==> config.mk <==
export PLATFORM = sky130hd
export DESIGN_NAME = uartTx
export DESIGN_NICKNAME = d
export VERILOG_FILES = /design/src/hw/uart/uartTx.sv
export VERILOG_INCLUDE_DIRS = /design/src /design/src/common
export SDC_FILE = /design/constraint.sdc
export NUM_CORES = 1
export LEC_CHECK = 0
export BUFFER_PORTS_ARGS = -buffer_cell sky130_fd_sc_hd__buf_2
export CAP_MARGIN = 20
export CORE_MARGIN = 5
export CORE_UTILIZATION = 54
export CTS_CLUSTER_DIAMETER = 40
export DETAILED_ROUTE_END_ITERATION = 10
export PLACE_DENSITY = 0.76
export SLEW_MARGIN = 25
export SYNTH_ARGS = -nofsm -noshare
export SYNTH_HDL_FRONTEND = slang
export SYNTH_SLANG_ARGS = --single-unit
==> constraint.sdc <==
create_clock -name sys_clk_p -period 1.8 [get_ports sys_clk_p]
set_input_delay 0.18 -clock sys_clk_p [delete_from_list [all_inputs] [get_ports sys_clk_p]]
set_output_delay 0.18 -clock sys_clk_p [all_outputs]
set_load 0.01 [all_outputs]
==> src/common/hostLink_config.svh <==
`ifndef HOSTLINK_CONFIG_SVH
`define HOSTLINK_CONFIG_SVH

// ------------------------------
// serial bit timing
// ------------------------------

// system clocks per serial bit, kept small for short simulations
`define CLKS_PER_BIT 8

// ------------------------------
// scratch memory and command framing
// ------------------------------

`define MEM_AW 8 // 256 words, host address taken modulo depth

`define CMD_BYTES 7 // opcode, 16-bit address, 32-bit payload

`endif

==> src/hw/uart/uartTx.sv <==
`default_nettype none

`include "hostLink_config.svh"

module uartTx (
	input  wire logic       sys_clk_p,
	input  wire logic       arstN,
	input  wire logic [7:0] txByte,
	input  wire logic       txStart,
	output logic            txSer,
	output logic            txBusy
);

	localparam int CNT_W = $clog2(`CLKS_PER_BIT);

	logic [9:0]       frame; // stop, data, start
	logic [CNT_W-1:0] clkCnt;
	logic [3:0]       bitCnt;
	logic             bitDone;

	assign bitDone = clkCnt == CNT_W'(`CLKS_PER_BIT - 1);

	always_ff @(posedge sys_clk_p or negedge arstN) begin
		if (!arstN) begin
			frame  <= '1;
			clkCnt <= '0;
			bitCnt <= '0;
			txBusy <= 1'b0;
		end else if (!txBusy) begin
			if (txStart) begin
				frame  <= {1'b1, txByte, 1'b0};
				clkCnt <= '0;
				bitCnt <= '0;
				txBusy <= 1'b1;
			end
		end else if (bitDone) begin
			clkCnt <= '0;
			frame  <= {1'b1, frame[9:1]}; // refill with idle level
			if (bitCnt == 4'd9)
				txBusy <= 1'b0; // stop bit fully sent
			else
				bitCnt <= bitCnt + 1'b1;
		end else begin
			clkCnt <= clkCnt + 1'b1;
		end
	end

	assign txSer = frame[0];

	// the serializer upstream must wait out the whole frame
	txStartWhileBusy: assert property (@(posedge sys_clk_p) disable iff (!arstN)
		txStart |-> !txBusy);

endmodule

`default_nettype wire

After elaboration in Yosys (flattened, before gate mapping)
Index checks and enable logic that the tools add are counted.
- output and inout port bits: 2
- input bits: 11
- register bits after elaboration: 18
- mux-type cells: 14
- equal/unequal tests: 4
- add/subtract/negate cells: 2
- reductions and logical operators: 3
- operator list (operator ; count):
    2-to-1 mux 10 bit ; 3
    2-to-1 mux 4 bit ; 4
    2-to-1 mux 3 bit ; 3
    adder 4 x 1 -> 4 bit, second input constant ; 1
    equality test 4 bit, second input constant ; 1
    2-to-1 mux 1 bit ; 4
    adder 3 x 1 -> 3 bit, second input constant ; 1
    equality test 3 bit, second input constant ; 1
    AND reduction 3 bit ; 1
    inequality test 2 x 1 -> 1 bit, second input constant ; 1
    inequality test 2 bit, second input constant ; 1
    AND reduction 2 bit ; 1
    nonzero test 2 bit ; 1

Logic depth before layout (Yosys ltp)
Gate-level depths: netlist (run 1).
- depth after elaboration: 4
- gate-level depth with buffers: 5

Least setup slack after synthesis (run 1)
Ideal clock, no wire load.
- path kind: register -> register
- start: register clkCnt[0]
- end: register bitCnt[1]
- arrival time: 1292 ps
- setup slack: 386 ps
- required time: 1678 ps
- buffers on the path: 1
- cell stages (with the launch flop): 6
- cells stage by stage: dfrtp_1 > ha_1 > ha_1 > buf_2 > nand3_1 > a32o_1
- word-level cells in the longest chain between the ends: 3
- ends and longest elaborated chain (element ; RTL line ; RTL):
    start: declaration ; uartTx.sv:17 ; logic [CNT_W-1:0] clkCnt;
    start signal: assignment ; uartTx.sv:44 ; clkCnt <= clkCnt + 1'b1;
    equality test 3 bit ; uartTx.sv:21 ; assign bitDone = clkCnt == CNT_W'(`CLKS_PER_BIT - 1);
    inequality test 2 x 1 -> 1 bit (no source line) ; - ;
    AND reduction 3 bit (no source line) ; - ;
    end signal: assignment ; uartTx.sv:42 ; bitCnt <= bitCnt + 1'b1;
    end: declaration ; uartTx.sv:18 ; logic [3:0] bitCnt;
No other way between the ends.
A chain may end at the register's enable or synchronous reset.

Worst setup path after layout (run 1)
- start: register bitCnt[1]
- end: register bitCnt[2]
- word-level cells in the longest chain between the ends: 4
- ends and longest elaborated chain (element ; RTL line ; RTL):
    adder 4 x 1 -> 4 bit ; uartTx.sv:42 ;
    2-to-1 mux 4 bit ; uartTx.sv:39 ; if (bitCnt == 4'd9)
    2-to-1 mux 4 bit ; uartTx.sv:36 ; end else if (bitDone) begin
    2-to-1 mux 4 bit ; uartTx.sv:29 ; end else if (!txBusy) begin
Several ways; a longest one is shown, not always the timed one. The select of a mux whose other input is x is not followed.

==> results of run 1 <==
layout by cell type (no fill, tap or decap), types with 2 or more instances in the layout:
cell / instances
buf_4: 2
nand3_1: 3
nand2_1: 4
a31oi_1: 2
mux2i_1: 7
dfrtp_1: 8
dfstp_2: 9
ha_1: 4
a22o_1: 3
a211oi_1: 7
a32o_1: 2
mux2_2: 2
buf_2: 12
inv_1: 3
nor2b_1: 8
o21ai_0: 3
a21oi_1: 8
clkbuf_4: 3
repair_timing:
item                                   CTS  global route
buffers inserted                         0             0
endpoints found under the hold margin    8             0
hold buffers                             1             0
per-stage QoR:
step,hold WS (ns),cell area [um^2],setup WS [ns]
after global routing,0.180,1030,0.208
after floorplan,-0.116,918,0.386
after CTS,0.165,1030,0.293
after detailed placement,0.117,992,0.323
after global placement,0.115,992,0.352
final,0.167,1030,0.314
power groups by stage:
| stage | logic [mW] | clock network, mW | registers, mW |
|---|---|---|---|
| 6_report | 0.506 | 0.201 | 0.737 |
| 3_3_place_gp | 0.486 | 0 | 0.733 |
| 2_1_floorplan | 0.406 | 0 | 0.712 |
| 5_1_grt | 0.579 | 0.228 | 0.766 |
| 3_5_place_dp | 0.512 | 0 | 0.745 |
| 4_1_cts | 0.515 | 0.210 | 0.738 |
state kept, by name (all words and copies together) (netlist names):
register	cells
txBusy	1
frame	9
bitCnt	4
clkCnt	3
cell usage after synthesis, types with 3 or more instances:
library cell,instances,area share (%)
a211oi_1,7,5.7
a21oi_1,8,4.4
a22o_1,3,2.9
buf_2,3,1.6
dfrtp_1,8,22
dfstp_2,9,26
ha_1,4,5.4
inv_1,3,1.2
mux2i_1,7,7.6
nand2_1,4,1.6
nand3_1,3,1.6
nor2b_1,8,5.4
o21ai_0,3,1.6
worst register-to-register path, cell delays in order, from the launching register on:
cell	delay [ns]
dfrtp_1	0.42
inv_1	0.08
ha_1	0.19
and3b_1	0.22
or3_1	0.35
a31oi_1	0.17
layout make-up:
type | instances | area share, %
clock buffers | 3 | 2.19
clock inverters | 1 | 0.486
inverters | 3 | 1.09
multi-input cells | 61 | 43.5
flip-flops and latches | 17 | 42.4
well taps | 17 | 2.07
repair buffers | 15 | 8.26
routing by layer:
metal / vias to the layer above / part of all wire, % / global-route usage (%)
met4: 0 / 0.73 / 3.06
met1: 323 / 46 / 17.5
met5: - / 0 / 0
met2: 7 / 49 / 27.0
met3: 2 / 3.7 / 3.79
li1: 344 / - / -
final timing paths:
kind	endpoint	slack, ns	cells past startpoint
setup / recovery	bitCnt[2]	0.31	5
hold / removal	frame[7]	0.17	3
setup reg to reg	bitCnt[2]	0.31	5
hold reg to reg	clkCnt[0]	0.52	1
max in group asynchronous	frame[8]	1.16	2
min in group asynchronous	bitCnt[0]	0.33	2
cell families after synthesis:
group                      share of synthesized area (%)
xor gates and xnor gates                           0.954
AOI/OAI and AO/OA                                   19.1
and+or+nand+nor                                     13.2
buffers and inverters                               3.68
muxes                                               10.1
adders and majority gates                           5.45
DFF                                                 47.5
==> flow_summary_export.csv, run 1 <==
group,metric,value,unit
drt,via_per_inst,5.78,
timing,skew,0.00644,ns
clock_network,htree_levels,1,
timing,hold_viol_final,0,
global_route,first_global_vias,719,
place,dp_hpwl,1190,um
timing,rsz0062_at_grt,"false",
setup_path,cp.buffers_inverters,1,
run,cap_violations,0,
drt,via_count,676,
logic_synthesis,yosysWarnings,0,
place,post-place-cells,112,
pwr,clkPwrFrac,13.9,%
logic_synthesis,synth_edf_count,0,
floorplan,die_area,0.00263,mm^2
setup_path,cp_slowest_cell,"dfrtp_1",
setup_path,endpoint_kind,"register",
global_route,grt_max_degree,29,
finish,syn2layout_area_growth,12.1,%
finish,multi_input_area,448,um^2
setup_path,max_stage_delay,0.42,ns
timing,slew_headroom,67.5,%
clock_network,clock_sinks,17,
timing,setup_viol,0,
pwr,power_density,1400,mW/mm^2
logic_synthesis,synthesis.nets,101,
logic_synthesis,seq_area_frac_synth,47.5,%
drt,wl_per_cell,14.1,um
clock_network,clockBufferDepth,2,
setup_path,worst-setup-path-type,"reg2reg",
drt,detail-route-antenna-nets,0,
timing,worst_pin_slew,0.486,ns
clock_network,cts_buffers,3,
finish,seqCellArea,437,um^2
setup_path,cp_max_fo,4,
clock_network,path_clk_slew,0.10,ns
timing,fin_crit,1.49,ns
status,outcome,"finished, final reports clean",
clock_network,insertion_delay,0.28,ns
floorplan,boundaryPins,13,
finish,final_nets,116,
floorplan,start_util,55.0,%
timing,drv_slew,0,
floorplan,core,0.00167,mm^2
setup_path,cpLargestDelayFamily,"simple AND/OR/NAND/NOR gates",
setup_path,path_cells,"inv_1 -> ha_1 -> and3b_1 -> or3_1 -> a31oi_1",
clock_network,cts_root_buffer,"clkbuf_4",
clock_network,ctsResizeCount,0,
pwr,pwr-share-comb,35.1,%
finish,postLayoutCoreUtil,61.6,%
setup_path,cp.arrival,1.69,ns
timing,fmaxAchievable,0.673,GHz
floorplan,rows,15,
logic_synthesis,syn_area,918,um^2
worst_hold_path,min_from,"txByte[6]",
finish,antenna_cells,0,
clock_network,cts_tree,"yes",
global_route,grt_usage,14.9,%
setup_path,cp-start-kind,"register",
floorplan,chipHeight,51.2,um
finish,drive_gt1_share,29.0,%
global_route,grt_pass1_wl,2980,um
pwr,p_leak,0.427,nW
drt,drt_iter0_drc,1,
worst_hold_path,min_path_type,"in2reg",
pwr,seqPwrFrac,51.0,%
global_route,gr-total-overflow,0,
global_route,antenna_found_initial,0,
finish,fillers,146,
setup_path,required,2.01,ns
setup_path,r2r_start,"bitCnt[1]",
pwr,intPower,0.972,mW
drt,wl,1650,um
logic_synthesis,async_flop_share,100,%
floorplan,die_x,51.2,um
logic_synthesis,synthCells,86,
pwr,total_power,1.44,mW
timing,period_share,82.6,%
logic_synthesis,ys_types,26,
pwr,p_sw,0.472,mW
pwr,power.share.switching,32.7,%
setup_path,startpoint,"bitCnt[1]",
pwr,ir_worst_vdd,0.000739,V
finish,fin_cells,117,
place,place.gp.congestion,0.849,
logic_synthesis,ys_ff_latch,17,
timing,tns,0,ns
drt,first_pass_iters,2,
logic_synthesis,syn_area_per_cell,10.7,um^2
place,io_buffers,12,
logic_synthesis,synthFlopType,"dfstp_2",
drt,drc,0,
(Power assumes the default switching activity.)
==> inputs of run 2 (changes only) <==
clock period = 1.5 ns   (was 1.8 ns; I/O delays follow)
==> run 2 against run 1 <==
- clock skew fell by 0.0045 ns
- total power grew 29%
- sequential share of layout area decreased by 2.4 points
- setup slack got worse by 0.22 ns
- critical path depth down 1
- hold slack worse by 0.034 ns
- utilization increased by 3.7 points
- fmax rose by 5.4%
- first-iteration DRC count rose to 7.0 times the previous value
- sequential cell count unchanged
- clock power rose by 24%
- critical path type unchanged
==> flow_summary_export.csv, run 2 (same netlist as run 1, synthesis figures left out) <==
group,metric,value,unit
finish,largest_reg_flops,9,
timing,drv_slew,0,
status,outcome,"finished, final reports clean",
setup_path,cp_max_fo,2,
clock_network,htree_levels,1,
finish,layout_commonest_cell,"buf_2",
finish,most-common-layout-cells,"buf_2, dfstp_2, nor2b_1, a21oi_1, dfrtp_1",
drt,met3WireLength,63,um
drt,first_pass_iters,4,
run,cap_violations,0,
drt,detail-route-antenna-nets,0,
pwr,clkPwrFrac,13.4,%
floorplan,rows,15,
clock_network,cts_buffers,3,
pwr,p_sw,0.609,mW
timing,slew_headroom,75.2,%
finish,largest-register,"frame",
timing,hold_viol_final,0,
setup_path,cp.buffers_inverters,0,
place,io_buffers,12,
drt,via_count,696,
global_route,grt_max_degree,18,
drt,wl_per_cell,14.4,um
setup_path,path_cells,"ha_1 -> and3b_2 -> or3_1 -> a31oi_1",
clock_network,insertion_delay,0.29,ns
setup_path,endpoint_kind,"register",
setup_path,r2r_start,"bitCnt[0]",
setup_path,worst-setup-path-type,"reg2reg",
drt,wl,1770,um
timing,fmaxAchievable,0.709,GHz
pwr,intPower,1.25,mW
global_route,antenna_found_initial,0,
floorplan,core,0.00167,mm^2
timing,period_share,94.0,%
drt,drt_iter0_drc,7,
setup_path,worst-r2r-setup-slack,0.09,ns
worst_hold_path,min_path_type,"in2reg",
place,dp_slack,0.0435,ns
timing,worst_pin_slew,0.372,ns
setup_path,cp-start-kind,"register",
drt,wl_met1,865,um
timing,setup_viol,0,
setup_path,required,1.72,ns
finish,syn2layout_area_growth,18.8,%
clock_network,path_clk_slew,0.10,ns
pwr,p_leak,0.453,nW
drt,wl_met2,802,um
finish,antenna_cells,0,
global_route,grt_usage,15.3,%
setup_path,cpLargestDelayFamily,"simple AND/OR/NAND/NOR gates",
floorplan,die_area,0.00263,mm^2
worst_hold_path,hold_end,"frame[1]",
worst_hold_path,min_from,"txByte[0]",
clock_network,cts_tree,"yes",
pwr,seqPwrFrac,47.0,%
floorplan,boundaryPins,13,
finish,drive_gt1_share,34.0,%
floorplan,chipHeight,51.2,um
drt,via_per_inst,5.66,
setup_path,cp_slowest_cell,"dfrtp_1",
place,place.gp.congestion,0.750,
place,dp_hpwl,1250,um
drt,highest_layer,"met4",
floorplan,die_x,51.2,um
pwr,ir_worst_vdd,0.000844,V
global_route,first_global_vias,696,
timing,skew,0.00195,ns
timing,setup_slack,0.0898,ns
setup_path,r2r_end,"bitCnt[2]",
timing,fin_crit,1.41,ns
global_route,gr-total-overflow,0,
timing,tns,0,ns
finish,final_nets,122,
clock_network,cts_root_buffer,"clkbuf_4",
finish,reg_top3,"frame x9, bitCnt x4, clkCnt x3",
pwr,power_density,1700,mW/mm^2
clock_network,clockBufferDepth,2,
pwr,power.share.switching,32.8,%
clock_network,clock_sinks,17,
setup_path,r2r_cells,4,
floorplan,start_util,55.0,%
setup_path,cp.arrival,1.63,ns
timing,rsz0062_at_grt,"false",
pwr,pwr-share-comb,39.6,%
finish,fillers,130,
setup_path,max_stage_delay,0.40,ns
global_route,grt_pass1_wl,2950,um
worst_hold_path,hold-path-cell-count,3,
drt,drc,0,
[run 2: power groups by stage]
stage	Clock (mW)	Sequential [mW]	Combinational [mW]
after detailed placement	0	0.876	0.677
final	0.249	0.873	0.737
after CTS	0.256	0.868	0.683
after global placement	0	0.868	0.650
after global routing	0.280	0.900	0.833
after floorplan	0	0.854	0.487
[run 2: per-layer routing]
layer	track usage [%]	vias to the layer above
met5	0	-
met4	9.17	0
met3	2.92	3
met2	24.2	14
met1	19.1	321
li1	-	358
[run 2: what timing repair did]
| action | CTS | global route |
|---|---|---|
| buffers inserted | 0 | 2 |
| endpoints found under the hold margin | 8 | 0 |
| endpoints found under the setup margin | 0 | 9 |
| hold buffers | 1 | 0 |
| gates resized for setup | 0 | 4 |
[run 2: tightest hold or removal path, delay by kind of cell]
family / cells / cell delay, ns
buffers and inverters: 1 / 0.07
AOI/OAI and AO/OA: 2 / 0.17
[run 2: cell type report]
class,instances,area (um^2),area share (%)
Sequential cell,17,437,40.0
Multi-Input combinational cell,61,462,42.3
Clock buffer,4,26.3,2.41
Timing Repair Buffer,21,134,12.3
Inverter,3,11.3,1.03
Tap cell,17,21.3,1.95
[run 2: worst max-delay path by stage]
stage | startpoint | to | slack (ns) | cells past startpoint
6_report | bitCnt[0] | bitCnt[2] | 0.09 | 4
3_3_place_gp | clkCnt[0] | bitCnt[0] | 0.11 | 6
2_1_floorplan | clkCnt[0] | bitCnt[1] | 0.09 | 5
4_1_cts | clkCnt[0] | bitCnt[2] | 0.01 | 5
3_5_place_dp | clkCnt[0] | bitCnt[2] | 0.04 | 5
5_1_grt | bitCnt[0] | bitCnt[2] | 0.01 | 4
[run 2: per-stage QoR]
step	std cells	utilization [%]	cell area (um^2)	power, mW	hold slack [ns]
2_1_floorplan	86	-	918	1.34	-0.146
3_3_place_gp	116	61.2	1020	1.52	0.0888
3_5_place_dp	116	61.2	1020	1.55	0.0872
4_1_cts	121	63.4	1060	1.81	0.129
5_1_grt	123	65.3	1090	2.01	0.144
6_report	123	65.3	1090	1.86	0.134
==> inputs of run 3 (changes only) <==
CORE_UTILIZATION = 50   (was 54)
PLACE_DENSITY = 0.71   (was 0.76)
==> run 3 against run 2 <==
- critical path depth increased by 1
- non-clock buffer count decreased by 2
- first-iteration DRC count increased by 43%
- final cell count increased by 4.9%
- clock skew decreased by 0.0015 ns
- hold slack improved by 0.0037 ns
- global-route usage decreased by 0.34 points
- register-to-register slack about the same
- utilization decreased by 3.3 points
- routed wire length increased by 1.9%
- combinational power decreased by 3.3%
- critical path type unchanged
- largest cell class unchanged
- highest routed layer unchanged
==> flow_summary_export.csv, run 3 (same netlist as run 1, synthesis figures left out) <==
group,metric,value,unit
clock_network,cts_root_buffer,"clkbuf_4",
floorplan,rows,15,
setup_path,path_cells,"inv_1 -> ha_1 -> and3b_1 -> or3_1 -> a31oi_1",
setup_path,required,1.72,ns
timing,tns,0,ns
global_route,first_global_vias,684,
timing,period_share,93.2,%
global_route,grt_max_degree,18,
clock_network,insertion_delay,0.29,ns
timing,skew,0.000407,ns
global_route,gr-total-overflow,0,
timing,rsz0062_at_grt,"false",
place,place.gp.congestion,0.766,
timing,hold_viol_final,0,
clock_network,clockBufferDepth,2,
finish,antenna_cells,0,
timing,fmaxAchievable,0.715,GHz
floorplan,core,0.00175,mm^2
drt,via_per_inst,5.53,
setup_path,worst-setup-path-type,"reg2reg",
clock_network,clock_sinks,17,
clock_network,cts_tree,"yes",
pwr,total_power,1.83,mW
global_route,antenna_found_initial,0,
setup_path,cp_slowest_cell,"dfrtp_1",
finish,layout_commonest_cell,"buf_2",
floorplan,die_area,0.00279,mm^2
floorplan,boundaryPins,13,
global_route,grt_usage,14.9,%
clock_network,cts_buffers,3,
finish,largest-register,"frame",
drt,drc,0,
finish,drive_gt1_share,32.7,%
place,dp_hpwl,1270,um
clock_network,htree_levels,1,
finish,reg_top3,"frame x9, bitCnt x4, clkCnt x3",
drt,first_pass_iters,4,
timing,drv_slew,0,
clock_network,postCtsSetupBuffers,0,
timing,slew_headroom,65.9,%
floorplan,start_util,52.6,%
timing,fin_crit,1.40,ns
status,outcome,"finished, final reports clean",
pwr,p_leak,0.446,nW
place,io_buffers,12,
worst_hold_path,min_path_type,"in2reg",
drt,wl_per_cell,14.0,um
setup_path,cp_max_fo,4,
timing,setup_viol,0,
setup_path,cp-start-kind,"register",
finish,most-common-layout-cells,"buf_2, dfstp_2, nor2b_1, a21oi_1, dfrtp_1",
timing,worst_pin_slew,0.510,ns
pwr,power_density,1690,mW/mm^2
floorplan,chipHeight,52.9,um
drt,drt_iter0_drc,10,
setup_path,endpoint_kind,"register",
drt,wl,1800,um
finish,final_nets,120,
finish,largest_reg_flops,9,
finish,syn2layout_area_growth,17.8,%
global_route,grt_pass1_wl,3020,um
floorplan,die_x,52.9,um
drt,detail-route-antenna-nets,0,
drt,via_count,714,
pwr,ir_worst_vdd,0.000968,V
setup_path,cp.arrival,1.62,ns
clock_network,path_clk_slew,0.10,ns
setup_path,max_stage_delay,0.35,ns
run,cap_violations,0,
run 3: worst paths after layout:
kind	start	to	slack (ns)	cells past startpoint
worst max-delay path	bitCnt[1]	bitCnt[2]	0.10	5
worst min-delay path	txByte[3]	frame[4]	0.14	3
worst max register to register	bitCnt[1]	bitCnt[2]	0.10	5
worst min register to register	clkCnt[0]	clkCnt[0]	0.50	1
max in group asynchronous	arstN	frame[5]	0.88	2
min in group asynchronous	arstN	bitCnt[3]	0.31	2
run 3: power breakdown:
part / total [mW] / leakage [nW] / internal, mW / switching (mW)
Combinational: 0.713 / 0.240 / 0.406 / 0.307
Sequential: 0.874 / 0.188 / 0.725 / 0.150
Clock: 0.243 / 0.0177 / 0.0992 / 0.144
Total: 1.83 / 0.446 / 1.23 / 0.600
run 3: worst max-delay path, delay by kind of cell, from the launching register on:
kind | cells | cell delay [ns]
buffers and inverters | 1 | 0.06
AND/OR/NAND/NOR | 2 | 0.58
flip-flops | 1 | 0.35
AO/OA/AOI/OAI | 1 | 0.16
adder cells (fa/ha/maj) | 1 | 0.18
run 3: area by class of cell:
| cell class | count | area, um^2 |
|---|---|---|
| multi-input combinational | 61 | 460 |
| timing repair buffer | 19 | 115 |
| clock inverter | 1 | 5.00 |
| clock buffer | 3 | 22.5 |
| sequential | 17 | 437 |
| fill | 169 | 663 |
| tap | 25 | 31.3 |
| inverter | 3 | 11.3 |
run 3: metrics by stage:
stage / setup slack (ns) / hold WS, ns / instances / utilization (%) / instance area [um^2]
floorplan: 0.0860 / -0.146 / 86 / - / 918
detailed placement: -0.0116 / 0.0912 / 124 / 59.1 / 1030
finish: 0.102 / 0.137 / 129 / 62.0 / 1080
global placement: 0.0549 / 0.0875 / 124 / 59.1 / 1030
global route: 0.00154 / 0.137 / 129 / 62.0 / 1080
CTS: 0.0583 / 0.132 / 129 / 61.4 / 1070
run 3: repair_timing:
item | CTS | global route
hold buffers | 1 | 0
gates cloned | 0 | 0
endpoints found under the setup margin | 1 | 1
hold endpoints to repair | 8 | 0
resized for setup | 1 | 1
run 3: metal layers:
layer / part of all wire [%] / track usage [%]
met2: 47 / 22.1
met3: 3.4 / 3.38
met5: 0 / 0
met4: 1.9 / 6.38
met1: 47 / 20.7
